$ cat src/alu_pkg.sv
// Shared types for the ALU subsystem; every RTL block imports what it needs from here.
`default_nettype none

package alu_pkg;

   typedef logic [31:0] word_t;
   typedef logic [3:0]  aluf_t;

   // 0: F, 1: F << 1, 2: carry-out into bit 31 of F >> 1, 3: carry-out into bit 0 of F << 1.
   typedef logic [1:0]  osel_t;

   // IR fields used by the ALU control, listed from the highest IR bit down.
   typedef struct packed {
      osel_t osel;     // IR 13:12
      logic  arith_n;  // IR 7
      logic  first;    // IR 6
      logic  corr;     // IR 5
      logic  f2;       // IR 4
      logic  f3;       // IR 3
      logic  cin;      // IR 2
   } ir_word_t;

   typedef struct packed {
      aluf_t aluf;
      logic  alumode;
      logic  cin0;
   } alu_ctl_t;

   typedef struct packed {
      logic     iralu;
      logic     irjump;
      logic     mul;
      logic     div;
      ir_word_t ir;
   } step_t;

   typedef struct packed {
      logic  load_m;
      logic  load_q;
      word_t data;
   } load_t;

   typedef enum logic [1:0] {
      CMD_ALU  = 2'd0,
      CMD_JUMP = 2'd1,
      CMD_MUL  = 2'd2,
      CMD_DIV  = 2'd3
   } cmd_t;

   typedef enum logic [2:0] {
      S_IDLE,
      S_ALU,
      S_MUL,
      S_DIV,
      S_CORR
   } seq_state_t;

endpackage

`default_nettype wire

$ cat src/alu_slice.sv
// One 4-bit 74181-style function slice; alu_word tiles these and feeds carries from lookahead.
`timescale 1ns/1ps
`default_nettype none

module alu_slice (
   input  logic [3:0]     a,
   input  logic [3:0]     m,
   input  alu_pkg::aluf_t s,
   input  logic           mode,
   input  logic           cin_n,
   output logic [3:0]     f,
   output logic           x,
   output logic           y
);

   logic [3:0] p;
   logic [3:0] g;
   logic [3:0] c;

   // M is on the chip's A pins, the a bus on its B pins.
   assign p = m | (a & {4{s[0]}}) | (~a & {4{s[1]}});
   assign g = (m & ~a & {4{s[2]}}) | (m & a & {4{s[3]}});

   always_comb begin
      c[0] = ~cin_n;
      for (int i = 1; i < 4; i++) begin
         c[i] = g[i-1] | (p[i-1] & c[i-1]);
      end
   end

   // Logic mode ignores the internal carries entirely.
   assign f = mode ? ~(p & ~g) : ((p & ~g) ^ c);

   // Group terms are active low, as on the real part.
   assign x = ~&p;
   assign y = ~(g[3] |
                (p[3] & g[2]) |
                (p[3] & p[2] & g[1]) |
                (p[3] & p[2] & p[1] & g[0]));

endmodule

`default_nettype wire

$ cat src/carry_lookahead.sv
// 74182-style carry lookahead over four groups; used at both levels of the ALU carry tree.
`timescale 1ns/1ps
`default_nettype none

module carry_lookahead (
   input  logic [3:0] x,
   input  logic [3:0] y,
   input  logic       cin_n,
   output logic [2:0] cout_n,
   output logic       xout,
   output logic       yout
);

   // All terms are active low, so each carry is an AND of OR terms.
   assign cout_n[0] = y[0] & (x[0] | cin_n);

   assign cout_n[1] = y[1] & (x[1] | y[0]) & (x[1] | x[0] | cin_n);

   assign cout_n[2] = y[2] & (x[2] | y[1]) & (x[2] | x[1] | y[0]) &
                      (x[2] | x[1] | x[0] | cin_n);

   assign xout = |x;

   assign yout = y[3] & (x[3] | y[2]) & (x[3] | x[2] | y[1]) &
                 (x[3] | x[2] | x[1] | y[0]);

endmodule

`default_nettype wire

$ cat src/alu_word.sv
// Full-width ALU built from 74181-style slices and a two-level 74182-style carry tree.
`timescale 1ns/1ps
`default_nettype none

module alu_word #(
   parameter int WIDTH = 32
) (
   input  alu_pkg::word_t    a,
   input  alu_pkg::word_t    m,
   input  alu_pkg::alu_ctl_t ctl,
   output alu_pkg::word_t    f,
   output logic              cout
);

   localparam int NSLICE = WIDTH / 4;
   // One first-level unit per 16 bits; the single top unit limits this to four.
   localparam int NGRP   = WIDTH / 16;

   logic [NSLICE-1:0] sx;
   logic [NSLICE-1:0] sy;
   logic [NSLICE-1:0] scin_n;
   logic [3:0]        gx;
   logic [3:0]        gy;
   logic [4:0]        gcin_n;
   logic              top_x;
   logic              top_y;

   assign gcin_n[0] = ~ctl.cin0;

   for (genvar i = 0; i < NSLICE; i++) begin : g_slice
      alu_slice u_slice (
         .a     (a[4*i +: 4]),
         .m     (m[4*i +: 4]),
         .s     (ctl.aluf),
         .mode  (ctl.alumode),
         .cin_n (scin_n[i]),
         .f     (f[4*i +: 4]),
         .x     (sx[i]),
         .y     (sy[i])
      );
   end

   for (genvar k = 0; k < NGRP; k++) begin : g_group
      carry_lookahead u_cla (
         .x      (sx[4*k +: 4]),
         .y      (sy[4*k +: 4]),
         .cin_n  (gcin_n[k]),
         .cout_n (scin_n[4*k+1 +: 3]),
         .xout   (gx[k]),
         .yout   (gy[k])
      );
      assign scin_n[4*k] = gcin_n[k];
   end

   // Unused top-level inputs neither propagate nor generate.
   for (genvar k = NGRP; k < 4; k++) begin : g_pad
      assign gx[k] = 1'b1;
      assign gy[k] = 1'b1;
   end

   carry_lookahead u_cla_top (
      .x      (gx),
      .y      (gy),
      .cin_n  (gcin_n[0]),
      .cout_n (gcin_n[3:1]),
      .xout   (top_x),
      .yout   (top_y)
   );

   assign gcin_n[4] = top_y & (top_x | gcin_n[0]);

   // Logic mode performs no sum, so no carry leaves the word.
   assign cout = ~ctl.alumode & ~gcin_n[NGRP];

endmodule

`default_nettype wire

$ cat src/alu_control.sv
// ALU carry and function control: maps IR bits and step flags onto the slice controls.
`timescale 1ns/1ps
`default_nettype none

module alu_control (
   input  alu_pkg::step_t    step,
   input  logic              a_sign,
   input  logic              q0,
   output alu_pkg::alu_ctl_t ctl,
   output alu_pkg::osel_t    osel
);

   logic last_pos;
   logic sub_cond;
   logic add_cond;
   logic mul_nop;
   logic alu_add;
   logic alu_sub;

   // Q bit 0 records whether the previous divide step left a non-negative remainder.
   assign last_pos = q0 | step.ir.first;
   assign sub_cond = step.div & last_pos;
   assign add_cond = step.div & (step.ir.corr | ~last_pos);
   assign mul_nop  = step.mul & ~q0;

   assign alu_add = step.mul |
                    (add_cond & ~a_sign) |
                    (sub_cond & a_sign);

   assign alu_sub = mul_nop |
                    (sub_cond & ~a_sign) |
                    (add_cond & a_sign) |
                    step.irjump;

   always_comb begin
      case ({alu_sub, alu_add})
         2'b01:   ctl = '{aluf: 4'b1001, alumode: 1'b0, cin0: 1'b0};
         2'b10:   ctl = '{aluf: 4'b0110, alumode: 1'b0, cin0: ~step.irjump};
         2'b11:   ctl = '{aluf: 4'b1111, alumode: 1'b1, cin0: 1'b1};
         default: ctl = '{aluf:    {step.ir.f3, step.ir.f2, ~step.ir.first, ~step.ir.corr},
                          alumode: ~step.ir.arith_n,
                          cin0:    step.ir.cin};
      endcase
   end

   assign osel = step.iralu ? step.ir.osel : 2'b00;

endmodule

`default_nettype wire

$ cat src/muldiv_sequencer.sv
// Command sequencer: owns the accumulator and Q and steps the ALU through each command.
`timescale 1ns/1ps
`default_nettype none

module muldiv_sequencer (
   input  logic               clk,
   input  logic               rst_n,
   input  logic               start,
   input  alu_pkg::cmd_t      cmd,
   input  alu_pkg::ir_word_t  ir,
   input  alu_pkg::load_t     load,
   input  alu_pkg::osel_t     osel,
   input  alu_pkg::word_t     f,
   input  logic               cout,
   output alu_pkg::step_t     step,
   output alu_pkg::word_t     m_bus,
   output alu_pkg::word_t     acc,
   output alu_pkg::word_t     q,
   output alu_pkg::word_t     result,
   output logic               carry,
   output logic               busy
);

   import alu_pkg::*;

   localparam int LAST_STEP = 31;

   seq_state_t state;
   cmd_t       op;
   logic [4:0] count;
   word_t      f_sel;

   always_comb begin
      step        = '0;
      step.iralu  = (state == S_ALU) && (op == CMD_ALU);
      step.irjump = (state == S_ALU) && (op == CMD_JUMP);
      step.mul    = (state == S_MUL);
      step.div    = (state == S_DIV) || (state == S_CORR);
      if (step.iralu) begin
         step.ir = ir;
      end
      step.ir.first = step.ir.first | ((state == S_DIV) && (count == 5'd0));
      step.ir.corr  = step.ir.corr | (state == S_CORR);
   end

   // Divide steps see the accumulator shifted left with the top of Q entering.
   assign m_bus = (state == S_DIV) ? {acc[30:0], q[31]} : acc;

   always_comb begin
      case (osel)
         2'd1:    f_sel = {f[30:0], 1'b0};
         2'd2:    f_sel = {cout, f[31:1]};
         2'd3:    f_sel = {f[30:0], cout};
         default: f_sel = f;
      endcase
   end

   assign busy = (state != S_IDLE);

   always_ff @(posedge clk or negedge rst_n) begin
      if (!rst_n) begin
         state  <= S_IDLE;
         op     <= CMD_ALU;
         count  <= '0;
         acc    <= '0;
         q      <= '0;
         result <= '0;
         carry  <= 1'b0;
      end else begin
         case (state)
            S_IDLE: begin
               if (load.load_m) acc <= load.data;
               if (load.load_q) q <= load.data;
               if (start) begin
                  op    <= cmd;
                  count <= '0;
                  case (cmd)
                     CMD_MUL: state <= S_MUL;
                     CMD_DIV: state <= S_DIV;
                     default: state <= S_ALU;
                  endcase
               end
            end
            S_ALU: begin
               carry <= cout;
               if (op == CMD_ALU) result <= f_sel;
               state <= S_IDLE;
            end
            S_MUL: begin
               acc   <= {cout, f[31:1]};
               q     <= {f[0], q[31:1]};
               count <= count + 5'd1;
               if (count == 5'(LAST_STEP)) state <= S_IDLE;
            end
            S_DIV: begin
               acc   <= f;
               q     <= {q[30:0], ~f[31]};
               count <= count + 5'd1;
               if (count == 5'(LAST_STEP)) state <= S_CORR;
            end
            S_CORR: begin
               // Adds the divisor back only when the last remainder went negative.
               acc   <= f;
               state <= S_IDLE;
            end
            default: state <= S_IDLE;
         endcase
      end
   end

endmodule

`default_nettype wire

$ cat src/alu_regs.sv
// Wishbone classic register block holding operands, IR and command for the sequencer.
`timescale 1ns/1ps
`default_nettype none

module alu_regs (
   input  logic               clk,
   input  logic               rst_n,
   input  logic               cyc,
   input  logic               stb,
   input  logic               we,
   input  logic [2:0]         adr,
   input  alu_pkg::word_t     dat_w,
   output alu_pkg::word_t     dat_r,
   output logic               ack,
   input  logic               busy,
   input  alu_pkg::word_t     acc,
   input  alu_pkg::word_t     q,
   input  alu_pkg::word_t     result,
   input  logic               carry,
   output alu_pkg::word_t     operand_a,
   output alu_pkg::ir_word_t  ir,
   output alu_pkg::load_t     load,
   output logic               start,
   output alu_pkg::cmd_t      cmd
);

   import alu_pkg::*;

   localparam logic [2:0] ADR_A      = 3'd0;
   localparam logic [2:0] ADR_M      = 3'd1;
   localparam logic [2:0] ADR_Q      = 3'd2;
   localparam logic [2:0] ADR_IR     = 3'd3;
   localparam logic [2:0] ADR_CMD    = 3'd4;
   localparam logic [2:0] ADR_STATUS = 3'd5;
   localparam logic [2:0] ADR_RESULT = 3'd6;

   logic  req;
   logic  wr;
   word_t ir_reg;
   word_t rd_mux;

   // A request is served once; ack itself closes it off for the next edge.
   assign req = cyc & stb & ~ack;
   assign wr  = req & we;

   assign load.load_m = wr && (adr == ADR_M) && !busy;
   assign load.load_q = wr && (adr == ADR_Q) && !busy;
   assign load.data   = dat_w;

   assign ir = '{osel:    ir_reg[13:12],
                 arith_n: ir_reg[7],
                 first:   ir_reg[6],
                 corr:    ir_reg[5],
                 f2:      ir_reg[4],
                 f3:      ir_reg[3],
                 cin:     ir_reg[2]};

   always_comb begin
      case (adr)
         ADR_A:      rd_mux = operand_a;
         ADR_M:      rd_mux = acc;
         ADR_Q:      rd_mux = q;
         ADR_IR:     rd_mux = ir_reg;
         ADR_STATUS: rd_mux = {30'd0, carry, busy};
         ADR_RESULT: rd_mux = result;
         default:    rd_mux = '0;
      endcase
   end

   always_ff @(posedge clk or negedge rst_n) begin
      if (!rst_n) begin
         ack       <= 1'b0;
         dat_r     <= '0;
         operand_a <= '0;
         ir_reg    <= '0;
         start     <= 1'b0;
         cmd       <= CMD_ALU;
      end else begin
         ack   <= req;
         start <= wr && (adr == ADR_CMD) && !busy;
         if (req && !we) dat_r <= rd_mux;
         if (wr && adr == ADR_A) operand_a <= dat_w;
         if (wr && adr == ADR_IR) ir_reg <= dat_w;
         if (wr && adr == ADR_CMD && !busy) cmd <= cmd_t'(dat_w[1:0]);
      end
   end

endmodule

`default_nettype wire

$ cat src/alu_unit_top.sv
// Top level of the ALU subsystem; a host drives it over Wishbone classic.
`timescale 1ns/1ps
`default_nettype none

module alu_unit_top (
   input  logic           clk,
   input  logic           rst_n,
   input  logic           cyc,
   input  logic           stb,
   input  logic           we,
   input  logic [2:0]     adr,
   input  alu_pkg::word_t dat_w,
   output alu_pkg::word_t dat_r,
   output logic           ack
);

   import alu_pkg::*;

   word_t    operand_a;
   ir_word_t ir;
   load_t    load;
   logic     start;
   cmd_t     cmd;
   step_t    step;
   word_t    m_bus;
   word_t    acc;
   word_t    q;
   word_t    result;
   logic     carry;
   logic     busy;
   alu_ctl_t ctl;
   osel_t    osel;
   word_t    f;
   logic     cout;

   alu_regs u_regs (
      .clk       (clk),
      .rst_n     (rst_n),
      .cyc       (cyc),
      .stb       (stb),
      .we        (we),
      .adr       (adr),
      .dat_w     (dat_w),
      .dat_r     (dat_r),
      .ack       (ack),
      .busy      (busy),
      .acc       (acc),
      .q         (q),
      .result    (result),
      .carry     (carry),
      .operand_a (operand_a),
      .ir        (ir),
      .load      (load),
      .start     (start),
      .cmd       (cmd)
   );

   muldiv_sequencer u_seq (
      .clk    (clk),
      .rst_n  (rst_n),
      .start  (start),
      .cmd    (cmd),
      .ir     (ir),
      .load   (load),
      .osel   (osel),
      .f      (f),
      .cout   (cout),
      .step   (step),
      .m_bus  (m_bus),
      .acc    (acc),
      .q      (q),
      .result (result),
      .carry  (carry),
      .busy   (busy)
   );

   alu_control u_ctl (
      .step   (step),
      .a_sign (operand_a[31]),
      .q0     (q[0]),
      .ctl    (ctl),
      .osel   (osel)
   );

   alu_word #(
      .WIDTH (32)
   ) u_alu (
      .a    (operand_a),
      .m    (m_bus),
      .ctl  (ctl),
      .f    (f),
      .cout (cout)
   );

endmodule

`default_nettype wire

$ cat config.mk
export PLATFORM = sky130hd
export DESIGN_NAME = alu_unit_top
export DESIGN_NICKNAME = d
export VERILOG_FILES = /design/src/alu_pkg.sv /design/src/alu_slice.sv /design/src/carry_lookahead.sv /design/src/alu_word.sv /design/src/alu_control.sv /design/src/muldiv_sequencer.sv /design/src/alu_regs.sv /design/src/alu_unit_top.sv
export SDC_FILE = /design/constraint.sdc
export NUM_CORES = 1
export LEC_CHECK = 0
export BUFFER_PORTS_ARGS = -buffer_cell sky130_fd_sc_hd__buf_2
export CELL_PAD_IN_SITES_DETAIL_PLACEMENT = 1
export CELL_PAD_IN_SITES_GLOBAL_PLACEMENT = 1
export CORE_ASPECT_RATIO = 0.75
export CORE_MARGIN = 2
export CORE_UTILIZATION = 47
export CTS_CLUSTER_SIZE = 16
export DETAILED_ROUTE_END_ITERATION = 8
export GPL_TIMING_DRIVEN = 0
export HOLD_SLACK_MARGIN = 0.1
export PLACE_DENSITY_LB_ADDON = 0.1
export SLEW_MARGIN = 25
export SYNTH_ARGS = -nofsm -noshare
export SYNTH_HDL_FRONTEND = slang
export SYNTH_SLANG_ARGS = --single-unit
$ cat constraint.sdc
create_clock -name clk -period 8.3 [get_ports clk]
set_clock_uncertainty 0.2 [all_clocks]
set_input_delay 1.66 -clock clk [delete_from_list [all_inputs] [get_ports clk]]
set_output_delay 1.66 -clock clk [all_outputs]
set_load 0.005 [all_outputs]
==> impl_metrics.csv <==
group,metric,value,unit
placed_design,dp_hpwl,47900,µm
synthesis,synth-edff-count,0,
floorplanning,dieArea,31500,µm²
timing,min_period_over_period,71.7,%
detailed_routing,vias,14370,
clocking,clock_path_buffers,3,
synthesis,synth_top_area_share,36.7,%
timing,setup_viol_count_final,0,
floorplanning,initial_utilization,48.2,%
floorplanning,die_h,154,µm
floorplanning,core.rowCount,54,
floorplanning,core_area,29300,µm²
setup_path,critPathSlowestCell,"clkbuf_1",
detailed_routing,drtAntennaViolNets,0,
hold_path,hp-class,"reg -> reg",
synthesis,syn_nets,1624,
detailed_routing,first_pass_iters,6,
layout,synthToLayoutAreaGrowth,12.1,%
detailed_routing,drtIter0Drc,1578,
timing,worstMarginPinSlew,1.09,ns
synthesis,ys_async_sr_fraction,100,%
global_route,antenna_found_initial,1,
placed_design,numPortBuffers,72,
clocking,post_cts_resized,0,
global_route,grtUsageTotal,41.3,%
setup_path,end_kind,"flop",
setup_path,reg2reg_depth,16,
global_route,grt_first_pass_wirelength,95400,µm
layout,drive_gt1_share,15.9,%
clocking,clockRootBuffer,"clkbuf_16",
power,p_leak,6.52,nW
detailed_routing,totalWireLength,65000,µm
synthesis,synth.yosys.seq_area_share,36.7,%
timing,period_minus_slack,5.95,ns
timing,max_freq,168,MHz
global_route,grt_start_max_net_pins,73,
detailed_routing,vias_per_cell,6.87,
setup_path,worstReg2RegEnd,"u_seq.result[20]$_DFFE_PN0N_",
timing,rsz0062_at_grt,"no",
clocking,h-tree-depth,1,
synthesis,ys.flop_type,"dfrtp_1",
setup_path,crit_type,"reg -> reg",
timing,slew-limit-headroom,26.9,%
setup_path,rrSetupSlack,2.35,ns
floorplanning,io_pins,73,
synthesis,synth_most_common_cell,"dfrtp_1",
synthesis,ys_warn_count,0,
timing,hold_violations,0,
detailed_routing,drc_errors,0,
detailed_routing,wl_per_cell,31.1,µm
hold_path,whs_endpoint,"u_regs.ack$_DFF_PN0_",
synthesis,syn_inst,1581,
setup_path,worst-path-max-fanout,10,
global_route,grt_pass1_vias,14363,
placed_design,gp_congestion,0.980,
layout,num_antenna_cells,0,
hold_path,worstHoldStart,"u_regs.ack$_DFF_PN0_",
floorplanning,die_w,204,µm
synthesis,synthesis.area,14100,µm²
power,peakVddDrop,0.298,mV
power,power_density,405,nW/µm²
synthesis,synth_cell_type_count,85,
timing,drv_slew,0,
power,power,6.41,mW
hold_path,worstHoldPathCells,1,
flow_run,cap_violations,0,
synthesis,ys_ff_latch,207,
clocking,clkTransAtPathRegs,0.06,ns
clocking,post_cts_buffers,0,
synthesis,yosys.area.top_type,"dfrtp_1",
clocking,tritoncts,"yes",
global_route,grt_overflow,0,
layout,final_net_count,1726,
synthesis,synth_area_leaders,"dfrtp_1 (37%), mux2i_1 (7.1%), nand2_1 (5.0%)",
setup_path,r2r_start,"u_seq.count[0]$_DFFE_PN0P_",
clocking,clk_latency,0.57,ns
clocking,clock_sinks,207,
setup_path,crit_chain,"inv_1 -> ha_1 -> nor4b_4 -> a221oi_2 -> nor3_2 -> or2_1 -> clkbuf_1 -> buf_2 -> buf_2 -> o21ai_0 -> o21ai_0 -> nor3_1 -> a2111oi_0 -> nand3_1 -> a22oi_1 -> nand2_1",
timing,tns,0,ns
synthesis,yosys-top-cells-count,"dfrtp_1 (207), nand2_1 (190), nor2_1 (138)",
synthesis,syn_avg_cell_area,8.93,µm²
outcome,status,"complete, no violations",
clocking,cts-buffers-inserted,24,
setup_path,cp-start-kind,"flop",
setup_path,max_stage_delay,0.63,ns
setup_path,crit_arrival,6.19,ns
layout,final_util,54.0,%
clocking,cts_hold_buf,0,
setup_path,critPathRequiredTime,8.55,ns
worst max path at each step:
stage	startpoint	end	slack [ns]	depth (start not counted)
after floorplan	u_seq.count[0]$_DFFE_PN0P_	u_seq.result[30]$_DFFE_PN0N_	4.25	17
after global placement	rst_n	u_regs.operand_a[18]$_DFFE_PN0P_	1.60	1
after detailed placement	u_seq.count[0]$_DFFE_PN0P_	u_seq.result[21]$_DFFE_PN0N_	2.62	17
after CTS	u_seq.count[0]$_DFFE_PN0P_	u_seq.result[21]$_DFFE_PN0N_	2.59	17
after global routing	u_seq.count[0]$_DFFE_PN0P_	u_seq.result[20]$_DFFE_PN0N_	2.23	17
final	u_seq.count[0]$_DFFE_PN0P_	u_seq.result[20]$_DFFE_PN0N_	2.35	16
cell usage in the layout, fill, tap and decap left out, drive strengths merged, types with 22 or more instances in the layout:
cell type,count
mux2i,100
nor3,29
o21a,26
a22oi,42
nand2,190
a21oi,118
a22o,27
o221ai,22
nor2,139
dfrtp,207
mux2,63
a211oi,27
buf,113
mux4,27
inv,32
o21ai,153
clkbuf,124
o22ai,25
xnor2,26
critical path: cells and delay by family (launching register included):
kind | cells | cell delay, ns
and+or+nand+nor | 6 | 2.01
AOI/OAI and AO/OA | 5 | 1.54
buffers and inverters | 4 | 1.48
DFF | 1 | 0.44
adders and majority gates | 1 | 0.14
cell families after synthesis:
family / Yosys count / share of synthesized area [%]
and+or+nand+nor: 442 / 13.8
DFF: 207 / 36.7
buffers and inverters: 159 / 4.79
muxes: 190 / 16.4
adders and majority gates: 3 / 0.266
AOI/OAI and AO/OA: 549 / 25.9
xor gates and xnor gates: 31 / 2.16
final cells by class:
class / instances / area [µm²]
Buffer: 128 / 564
Sequential cell: 207 / 5180
Inverter: 31 / 116
Clock buffer: 33 / 664
Clock inverter: 9 / 90.1
Multi-Input combinational cell: 1215 / 8290
Fill cell: 3469 / 13500
Tap cell: 392 / 490
Timing Repair Buffer: 76 / 442
where the power goes:
| group | leakage (nW) | switching (mW) | total [mW] | internal, mW |
|---|---|---|---|---|
| Clock | 0.366 | 0.482 | 1.07 | 0.592 |
| Combinational | 3.52 | 2.51 | 3.72 | 1.21 |
| Sequential | 2.64 | 0.340 | 1.62 | 1.28 |
| Total | 6.52 | 3.33 | 6.41 | 3.08 |
metal layers:
| layer | part of all wire (%) | routed length [µm] | global-route usage [%] | vias up |
|---|---|---|---|---|
| li1 | - | - | - | 6052 |
| met1 | 42 | 27300 | 58.3 | 7330 |
| met2 | 42 | 27500 | 59.7 | 847 |
| met3 | 12 | 8110 | 13.2 | 141 |
| met4 | 3.3 | 2150 | 13.9 | 0 |
| met5 | 0 | 0 | 0 | - |
per-stage QoR:
step                hold WS [ns]  setup WS, ns  cells  cell area [µm²]
floorplan                  0.246          4.25   1581            14100
detailed placement         0.250          2.62   2048            15100
global placement           0.241          1.60   2045            15000
finish                     0.254          2.35   2091            15800
CTS                        0.260          2.59   2090            15800
global route               0.295          2.23   2091            15800
Power figures use the tool's default switching activity.
